**config.mk**
```make
export PLATFORM = sky130hd
export DESIGN_NAME = chiplet_rx_buffers
export DESIGN_NICKNAME = d
export VERILOG_FILES = /design/src/chiplet_types_pkg.sv /design/src/flit_rx.sv /design/src/vc_buffers.sv /design/src/vc_tx_arbiter.sv /design/src/chiplet_rx_buffers.sv
export SDC_FILE = /design/constraint.sdc
export NUM_CORES = 1
export LEC_CHECK = 0
export ABC_AREA = 1
export BUFFER_PORTS_ARGS = -buffer_cell sky130_fd_sc_hd__buf_2
export CAP_MARGIN = 20
export CORE_MARGIN = 8
export CORE_UTILIZATION = 45
export DETAILED_ROUTE_END_ITERATION = 8
export PLACE_DENSITY = 0.71
export SYNTH_ARGS = -nofsm -noshare
export SYNTH_HDL_FRONTEND = slang
export SYNTH_HIERARCHICAL = 1
export SYNTH_SLANG_ARGS = --single-unit
```
**constraint.sdc**
```tcl
create_clock -name CLK -period 12.45 [get_ports CLK]
set_input_delay 1.245 -clock CLK [delete_from_list [all_inputs] [get_ports CLK]]
set_output_delay 1.245 -clock CLK [all_outputs]
set_load 0.01 [all_outputs]
```
**src/chiplet_types_pkg.sv**
```systemverilog
`default_nettype none

package chiplet_types_pkg;

    // payload bits carried by every flit
    localparam int PAYLOAD_W = 32;

    // position of a flit inside its packet
    typedef enum logic [1:0] {
        FLIT_HEAD   = 2'd0,
        FLIT_BODY   = 2'd1,
        FLIT_TAIL   = 2'd2,
        // a whole packet in one flit
        FLIT_SINGLE = 2'd3
    } flit_kind_e;

    // kind sits in the top two bits
    typedef struct packed {
        flit_kind_e           kind;
        logic [PAYLOAD_W-1:0] payload;
    } flit_t;

    // output arbiter states
    typedef enum logic {
        // free to pick any VC
        ARB_IDLE   = 1'b0,
        // held on one VC until its tail
        ARB_LOCKED = 1'b1
    } arb_state_e;

endpackage

`default_nettype wire

```
**src/flit_rx.sv**
```systemverilog
`timescale 1ns/10ps
`default_nettype none

module flit_rx #(
    parameter int NUM_VCS = 4,
    localparam int VC_W = $clog2(NUM_VCS)
) (
    input  wire logic                                  CLK,
    input  wire logic                                  nRST,
    input  wire logic                                  rx_valid,
    input  wire logic [VC_W-1:0]                       rx_vc,
    input  wire chiplet_types_pkg::flit_t              rx_flit,
    input  wire logic [NUM_VCS-1:0]                    vc_clear,
    output logic [NUM_VCS-1:0]                         wen,
    output chiplet_types_pkg::flit_t [NUM_VCS-1:0]     wdata,
    output logic [NUM_VCS-1:0]                         framing_error
);

    import chiplet_types_pkg::*;

    // one bit per VC, set between head and tail
    logic [NUM_VCS-1:0] in_pkt;
    logic [NUM_VCS-1:0] rx_hit;
    logic               legal;
    logic               in_pkt_next;

    // decode the strobe to the addressed VC
    always_comb begin
        for (int v = 0; v < NUM_VCS; v++) begin
            rx_hit[v] = rx_valid && (int'(rx_vc) == v);
        end
    end

    // framing check against the addressed VC's state
    always_comb begin
        legal       = 1'b0;
        in_pkt_next = in_pkt[rx_vc];
        case (rx_flit.kind)
            FLIT_HEAD: begin
                legal       = !in_pkt[rx_vc];
                in_pkt_next = 1'b1;
            end
            FLIT_BODY:   legal = in_pkt[rx_vc];
            FLIT_TAIL: begin
                legal       = in_pkt[rx_vc];
                in_pkt_next = 1'b0;
            end
            FLIT_SINGLE: legal = !in_pkt[rx_vc];
            default:     legal = 1'b0;
        endcase
    end

    always_ff @(posedge CLK or negedge nRST) begin
        if (!nRST) begin
            wen           <= '0;
            in_pkt        <= '0;
            framing_error <= '0;
        end else begin
            for (int v = 0; v < NUM_VCS; v++) begin
                wen[v] <= 1'b0;
                if (vc_clear[v]) begin
                    // a flit arriving during clear is dropped too
                    in_pkt[v]        <= 1'b0;
                    framing_error[v] <= 1'b0;
                end else if (rx_hit[v] && legal) begin
                    wen[v]    <= 1'b1;
                    in_pkt[v] <= in_pkt_next;
                end else if (rx_hit[v]) begin
                    framing_error[v] <= 1'b1;
                end
            end
        end
    end

    // write data stage
    always_ff @(posedge CLK) begin
        for (int v = 0; v < NUM_VCS; v++) begin
            if (rx_hit[v]) begin
                wdata[v] <= rx_flit;
            end
        end
    end

    a_rx_vc_range: assert property (@(posedge CLK) disable iff (!nRST)
        rx_valid |-> (int'(rx_vc) < NUM_VCS));

endmodule

`default_nettype wire

```
**src/vc_buffers.sv**
```systemverilog
`timescale 1ns/10ps
`default_nettype none

module vc_buffers #(
    parameter int NUM_VCS = 4,
    parameter int DEPTH = 8,
    localparam int CNT_W = $clog2(DEPTH+1)
) (
    input  wire logic                                  CLK,
    input  wire logic                                  nRST,
    input  wire logic [NUM_VCS-1:0]                    wen,
    input  wire chiplet_types_pkg::flit_t [NUM_VCS-1:0] wdata,
    input  wire logic [NUM_VCS-1:0]                    ren,
    input  wire logic [NUM_VCS-1:0]                    vc_clear,
    output chiplet_types_pkg::flit_t [NUM_VCS-1:0]     rdata,
    output logic [NUM_VCS-1:0]                         empty,
    output logic [NUM_VCS-1:0]                         buf_full,
    output logic [NUM_VCS-1:0][CNT_W-1:0]              buf_count,
    output logic [NUM_VCS-1:0]                         overrun
);

    import chiplet_types_pkg::*;

    // pointers wrap naturally because DEPTH is a power of two
    localparam int PTR_W = (DEPTH > 1) ? $clog2(DEPTH) : 1;

    if (DEPTH < 2 || (DEPTH & (DEPTH - 1)) != 0) begin : g_depth_check
        $error("%m: DEPTH must be a power of two, at least 2");
    end

    flit_t mem [NUM_VCS][DEPTH];

    logic [NUM_VCS-1:0][PTR_W-1:0] wr_ptr;
    logic [NUM_VCS-1:0][PTR_W-1:0] rd_ptr;
    logic [NUM_VCS-1:0]            push;
    logic [NUM_VCS-1:0]            pop;

    // status straight from registered state
    for (genvar v = 0; v < NUM_VCS; v++) begin : g_status
        assign empty[v]    = (buf_count[v] == '0);
        assign buf_full[v] = (int'(buf_count[v]) == DEPTH);
        assign rdata[v]    = mem[v][rd_ptr[v]];
    end

    // clear wins over any push or pop
    always_comb begin
        for (int v = 0; v < NUM_VCS; v++) begin
            push[v] = wen[v] && !buf_full[v] && !vc_clear[v];
            pop[v]  = ren[v] && !empty[v] && !vc_clear[v];
        end
    end

    always_ff @(posedge CLK or negedge nRST) begin
        if (!nRST) begin
            wr_ptr    <= '0;
            rd_ptr    <= '0;
            buf_count <= '0;
            overrun   <= '0;
        end else begin
            for (int v = 0; v < NUM_VCS; v++) begin
                if (vc_clear[v]) begin
                    // stale entries stay, pointers say empty
                    wr_ptr[v]    <= '0;
                    rd_ptr[v]    <= '0;
                    buf_count[v] <= '0;
                    overrun[v]   <= 1'b0;
                end else begin
                    if (push[v]) begin
                        wr_ptr[v] <= wr_ptr[v] + 1'b1;
                    end
                    if (pop[v]) begin
                        rd_ptr[v] <= rd_ptr[v] + 1'b1;
                    end
                    // simultaneous push and pop leaves the count alone
                    case ({push[v], pop[v]})
                        2'b10:   buf_count[v] <= buf_count[v] + 1'b1;
                        2'b01:   buf_count[v] <= buf_count[v] - 1'b1;
                        default: buf_count[v] <= buf_count[v];
                    endcase
                    // write into a full VC is lost
                    if (wen[v] && buf_full[v]) begin
                        overrun[v] <= 1'b1;
                    end
                end
            end
        end
    end

    // storage array
    always_ff @(posedge CLK) begin
        for (int v = 0; v < NUM_VCS; v++) begin
            if (push[v]) begin
                mem[v][wr_ptr[v]] <= wdata[v];
            end
        end
    end

    for (genvar v = 0; v < NUM_VCS; v++) begin : g_checks
        // the arbiter only reads non-empty VCs
        a_no_underrun: assert property (@(posedge CLK) disable iff (!nRST)
            ren[v] |-> !empty[v]);

        a_count_bound: assert property (@(posedge CLK) disable iff (!nRST)
            int'(buf_count[v]) <= DEPTH);
    end

endmodule

`default_nettype wire

```
**src/vc_tx_arbiter.sv**
```systemverilog
`timescale 1ns/10ps
`default_nettype none

module vc_tx_arbiter #(
    parameter int NUM_VCS = 4,
    localparam int VC_W = $clog2(NUM_VCS)
) (
    input  wire logic                                  CLK,
    input  wire logic                                  nRST,
    input  wire logic [NUM_VCS-1:0]                    empty,
    input  wire chiplet_types_pkg::flit_t [NUM_VCS-1:0] rdata,
    input  wire logic [NUM_VCS-1:0]                    vc_clear,
    input  wire logic                                  tx_stall,
    output logic [NUM_VCS-1:0]                         ren,
    output logic                                       tx_valid,
    output logic [VC_W-1:0]                            tx_vc,
    output chiplet_types_pkg::flit_t                   tx_flit
);

    import chiplet_types_pkg::*;

    arb_state_e         state;
    arb_state_e         state_next;
    logic [VC_W-1:0]    lock_vc;
    logic [VC_W-1:0]    last_vc;
    logic [VC_W-1:0]    grant_vc;
    logic               grant;
    logic [NUM_VCS-1:0] avail;

    // a VC being cleared is not eligible
    assign avail = ~empty & ~vc_clear;

    always_comb begin
        int idx;
        grant    = 1'b0;
        grant_vc = lock_vc;
        idx      = 0;
        if (!tx_stall) begin
            if (state == ARB_IDLE) begin
                // round robin, starting after the last grant
                for (int i = 1; i <= NUM_VCS; i++) begin
                    idx = int'(last_vc) + i;
                    if (idx >= NUM_VCS) begin
                        idx = idx - NUM_VCS;
                    end
                    if (!grant && avail[idx]) begin
                        grant    = 1'b1;
                        grant_vc = VC_W'(idx);
                    end
                end
            end else begin
                grant = avail[lock_vc];
            end
        end
        ren = '0;
        if (grant) begin
            ren[grant_vc] = 1'b1;
        end
    end

    always_comb begin
        state_next = state;
        case (state)
            ARB_IDLE: begin
                if (grant && rdata[grant_vc].kind == FLIT_HEAD) begin
                    state_next = ARB_LOCKED;
                end
            end
            ARB_LOCKED: begin
                if (vc_clear[lock_vc]) begin
                    state_next = ARB_IDLE;
                end else if (grant && rdata[grant_vc].kind == FLIT_TAIL) begin
                    state_next = ARB_IDLE;
                end
            end
            default: state_next = ARB_IDLE;
        endcase
    end

    always_ff @(posedge CLK or negedge nRST) begin
        if (!nRST) begin
            state    <= ARB_IDLE;
            lock_vc  <= '0;
            // so the first search starts at VC 0
            last_vc  <= VC_W'(NUM_VCS - 1);
            tx_valid <= 1'b0;
        end else begin
            state    <= state_next;
            tx_valid <= grant;
            if (grant) begin
                last_vc <= grant_vc;
                lock_vc <= grant_vc;
            end
        end
    end

    // outgoing flit, captured at the pop
    always_ff @(posedge CLK) begin
        if (grant) begin
            tx_vc   <= grant_vc;
            tx_flit <= rdata[grant_vc];
        end
    end

    a_ren_onehot: assert property (@(posedge CLK) disable iff (!nRST)
        $onehot0(ren));

    a_no_pop_stalled: assert property (@(posedge CLK) disable iff (!nRST)
        tx_stall |-> (ren == '0));

endmodule

`default_nettype wire

```
**src/chiplet_rx_buffers.sv**
```systemverilog
`timescale 1ns/10ps
`default_nettype none

module chiplet_rx_buffers #(
    parameter int NUM_VCS = 4,
    parameter int DEPTH = 8,
    localparam int VC_W = $clog2(NUM_VCS),
    localparam int CNT_W = $clog2(DEPTH+1)
) (
    input  wire logic                        CLK,
    input  wire logic                        nRST,
    input  wire logic                        rx_valid,
    input  wire logic [VC_W-1:0]             rx_vc,
    input  wire chiplet_types_pkg::flit_t    rx_flit,
    input  wire logic [NUM_VCS-1:0]          vc_clear,
    input  wire logic                        tx_stall,
    output logic                             tx_valid,
    output logic [VC_W-1:0]                  tx_vc,
    output chiplet_types_pkg::flit_t         tx_flit,
    output logic [NUM_VCS-1:0][CNT_W-1:0]    buf_count,
    output logic [NUM_VCS-1:0]               buf_full,
    output logic [NUM_VCS-1:0]               overrun,
    output logic [NUM_VCS-1:0]               framing_error
);

    import chiplet_types_pkg::*;

    // rx stage to buffers
    logic [NUM_VCS-1:0]  wen;
    flit_t [NUM_VCS-1:0] wdata;

    // buffers to arbiter
    logic [NUM_VCS-1:0]  ren;
    flit_t [NUM_VCS-1:0] rdata;
    logic [NUM_VCS-1:0]  empty;

    flit_rx #(
        .NUM_VCS(NUM_VCS)
    ) i_flit_rx (
        .CLK           (CLK),
        .nRST          (nRST),
        .rx_valid      (rx_valid),
        .rx_vc         (rx_vc),
        .rx_flit       (rx_flit),
        .vc_clear      (vc_clear),
        .wen           (wen),
        .wdata         (wdata),
        .framing_error (framing_error)
    );

    vc_buffers #(
        .NUM_VCS(NUM_VCS),
        .DEPTH  (DEPTH)
    ) i_vc_buffers (
        .CLK       (CLK),
        .nRST      (nRST),
        .wen       (wen),
        .wdata     (wdata),
        .ren       (ren),
        .vc_clear  (vc_clear),
        .rdata     (rdata),
        .empty     (empty),
        .buf_full  (buf_full),
        .buf_count (buf_count),
        .overrun   (overrun)
    );

    vc_tx_arbiter #(
        .NUM_VCS(NUM_VCS)
    ) i_vc_tx_arbiter (
        .CLK      (CLK),
        .nRST     (nRST),
        .empty    (empty),
        .rdata    (rdata),
        .vc_clear (vc_clear),
        .tx_stall (tx_stall),
        .ren      (ren),
        .tx_valid (tx_valid),
        .tx_vc    (tx_vc),
        .tx_flit  (tx_flit)
    );

endmodule

`default_nettype wire

```
==> metrics.cfg <==
[outcome]
status = completed

[synth]
yosys.cell_types.count = 41
synth_seq_cells = 1322
syn_area_um2 = 52500
synth_fp_nets = 4182
synth_warnings = 6
synthCells = 4118
async_reset_ff_frac = 0.0469
synth_enable_flop_cells = 1260
synth_top_area_frac = 0.720
seq_area_frac_synth = 0.750
yosys.area.top_type = edfxtp_1
synth_ff_type = edfxtp_1
synthTopCellsByArea = edfxtp_1, nor2_1, nand2_1, o21ai_0, dfrtp_1
avgSynthCellArea_um2 = 12.8

[grt]
grt_max_degree = 103
grt_util_all_layers = 0.213
grt.overflow.total = 0
grt_pass1_vias = 31269
antenna_found_initial = 20
grt_pass1_wl_um = 204000

[clocking]
cts_root_buf = clkbuf_16
hold_buffers = 0
cts_tree = yes
cts_resized = 0
htreeDepth = 3
cts_buffers = 119
clkLatencyLatePin_ns = 0.70
cts_setup_buffers = 0
cts_sinks = 1322
clockBufferDepth = 3
clk_pin_slew_ns = 0.06

[place]
placedCellCount = 5598
gp_congestion = 0.849
dp_slack_ns = 7.04
portBuffers = 108
hpwl_um = 79600

[power]
power-per-cell-area_nw_per_um2 = 187
intPower_uw = 7690
power.total_uw = 10900
leakage_uw = 0.0201
seq_power_share = 0.484
ir_drop_uv = 142
sw_frac_of_total = 0.296
p_clk_frac = 0.337
comb_power_share = 0.179
p_sw_uw = 3240

[setup_path]
crit_top_cell = nand2_1
r2r_slack_ns = 7.58
critPathArrivalTime_ns = 5.46
cp_max_fo = 43
cp_slowest_cell = nor2_1
start_kind = flip-flop
cp.required_ns = 13.04
crit_type = reg -> reg
end_kind = flip-flop
cp_slowest_stage_delay_ns = 0.66

[sta]
clock_skew_ns = 0.0349
hold_ws_ns = 0.505
setup_viol = 0
hold_violations = 0
relSlewSlack = 0.216
worst_pin_slew_ns = 1.18
rsz0062_at_grt = no
final-max-slew-violation-count = 0
fin_ws_ns = 7.58
fin_crit_ns = 4.87
period_share = 0.391
max_freq_mhz = 205
fin_setup_tns_ns = 0

[drt]
drc = 0
via_count = 33126
drt-total-wl_um = 140000
avgRoutedWirePerCell_um = 24.1
detail_route.iter0.violations = 4090
ant_nets = 0
viasPerCell = 5.68
dr.pass1.iters = 6

[die]
die_w_um = 358
core-area_um2 = 116000
initial_core_util = 0.453
row_count = 125
ios = 109
die_area_um2 = 128000
die_h_um = 358

[finish]
regArea_um2 = 39400
layout-drive-gt1-share = 0.115
synthToLayoutAreaGrowth_pct = 11.1
fillers = 9537
nets = 4259
fin_cells = 5833
multiInputGateArea_um2 = 11700

[run]
cap_violations = 0

[worst_hold_path]
hold_path.class = reg -> reg

critical path, delay by kind of cell (launching register included):
family	cells	cell delay (ns)
compound gates	2	0.39
flops	1	0.47
fa+ha+maj	1	0.32
simple gates	18	2.63
buf+inv	5	0.95
flip-flops by register name, indices dropped and copies added, names as in the netlist:
register,cells
i_vc_buffers/mem,1088
i_flit_rx/wdata,136
i_vc_tx_arbiter/tx_flit,34
i_vc_buffers/buf_count,16
i_vc_buffers/rd_ptr,12
i_vc_buffers/wr_ptr,12
i_flit_rx/framing_error,4
i_flit_rx/in_pkt,4
i_flit_rx/wen,4
i_vc_buffers/overrun,4
i_vc_tx_arbiter/last_vc,2
i_vc_tx_arbiter/lock_vc,2
i_vc_tx_arbiter/tx_vc,2
i_vc_tx_arbiter/state,1
i_vc_tx_arbiter/tx_valid,1
per-stage QoR:
step / util / area, um2
global route: 0.503 / 58300
detailed placement: 0.469 / 54400
finish: 0.503 / 58300
CTS: 0.502 / 58300
floorplan: - / 52500
global placement: 0.469 / 54400
layer usage:
layer  global-route usage  wire length [um]
met1                0.284             54100
met2                0.337             65500
met3               0.0420             15000
met4                0.102              5810
met5                    0                61
final cells by class:
type                    count  area share
inverters                  93     0.00620
flip-flops and latches   1322       0.675
clock inverters            79      0.0136
diodes                     13    0.000558
repair buffers            169      0.0172
well taps                1524      0.0327
clock buffers             143      0.0537
multi-input cells        2490       0.201
power by group through the flow:
stage	registers, uW	logic, uW	clock network [uW]
final	5290	1950	3680
after global routing	5310	2110	3890
after global placement	5380	1890	0
after CTS	5290	1940	3710
after detailed placement	5380	1930	0
after floorplan	5290	1360	0
final timing paths:
| kind | startpoint | cells after the start | to |
|---|---|---|---|
| max | i_vc_buffers/buf_count[4] | 26 | i_vc_buffers/buf_count[7] |
| min | i_flit_rx/framing_error[0] | 2 | i_flit_rx/framing_error[0] |
| max reg2reg | i_vc_buffers/buf_count[4] | 26 | i_vc_buffers/buf_count[7] |
| min reg2reg | i_flit_rx/framing_error[0] | 2 | i_flit_rx/framing_error[0] |
| max in group asynchronous | nRST | 1 | i_vc_buffers/rd_ptr[6] |
| min in group asynchronous | nRST | 1 | i_vc_buffers/rd_ptr[3] |
cells in the final DEF, fill, tap and decap left out, types with 52 or more instances in the layout:
cell       synthesis  final
o21ai_1          134    134
a31oi_1          137    137
buf_4             41     62
inv_1             68     68
nor2_1           737    705
clkbuf_16          0    122
nand2_1          679    679
nand3_1           79     79
dfrtp_1           60     52
buf_2             58    107
o21ai_0          441    441
a21oi_1          167    167
edfxtp_1        1260   1260
synthesized netlist by cell type, types with 2 or more instances:
cell type / number
xnor2_1: 4
nor2_1: 737
nor4_1: 2
buf_6: 34
inv_1: 68
or2_2: 5
o21ai_1: 134
nand2_1: 679
fa_1: 4
nand3_2: 3
clkinv_1: 4
nand2_2: 18
a21oi_1: 167
nor2_2: 10
o221ai_1: 2
clkbuf_1: 73
o21ai_0: 441
a31oi_1: 137
nand3_1: 79
a22oi_2: 30
ha_1: 16
clkbuf_2: 2
o21a_1: 4
buf_4: 41
a22oi_1: 2
a21oi_4: 2
nor3_1: 5
inv_2: 20
a21oi_2: 2
dfstp_2: 2
edfxtp_1: 1260
nand2_4: 2
dfrtp_1: 60
buf_8: 5
buf_2: 58
logic make-up after synthesis:
logic type | count (synthesis) | share of synthesized area
DFF | 1322 | 0.750
and+or+nand+nor | 1543 | 0.115
buffers and inverters | 306 | 0.0322
AOI/OAI and AO/OA | 922 | 0.0965
xor gates and xnor gates | 5 | 0.000834
adders and majority gates | 20 | 0.00534
No activity file was read; power rests on OpenSTA's default activity.
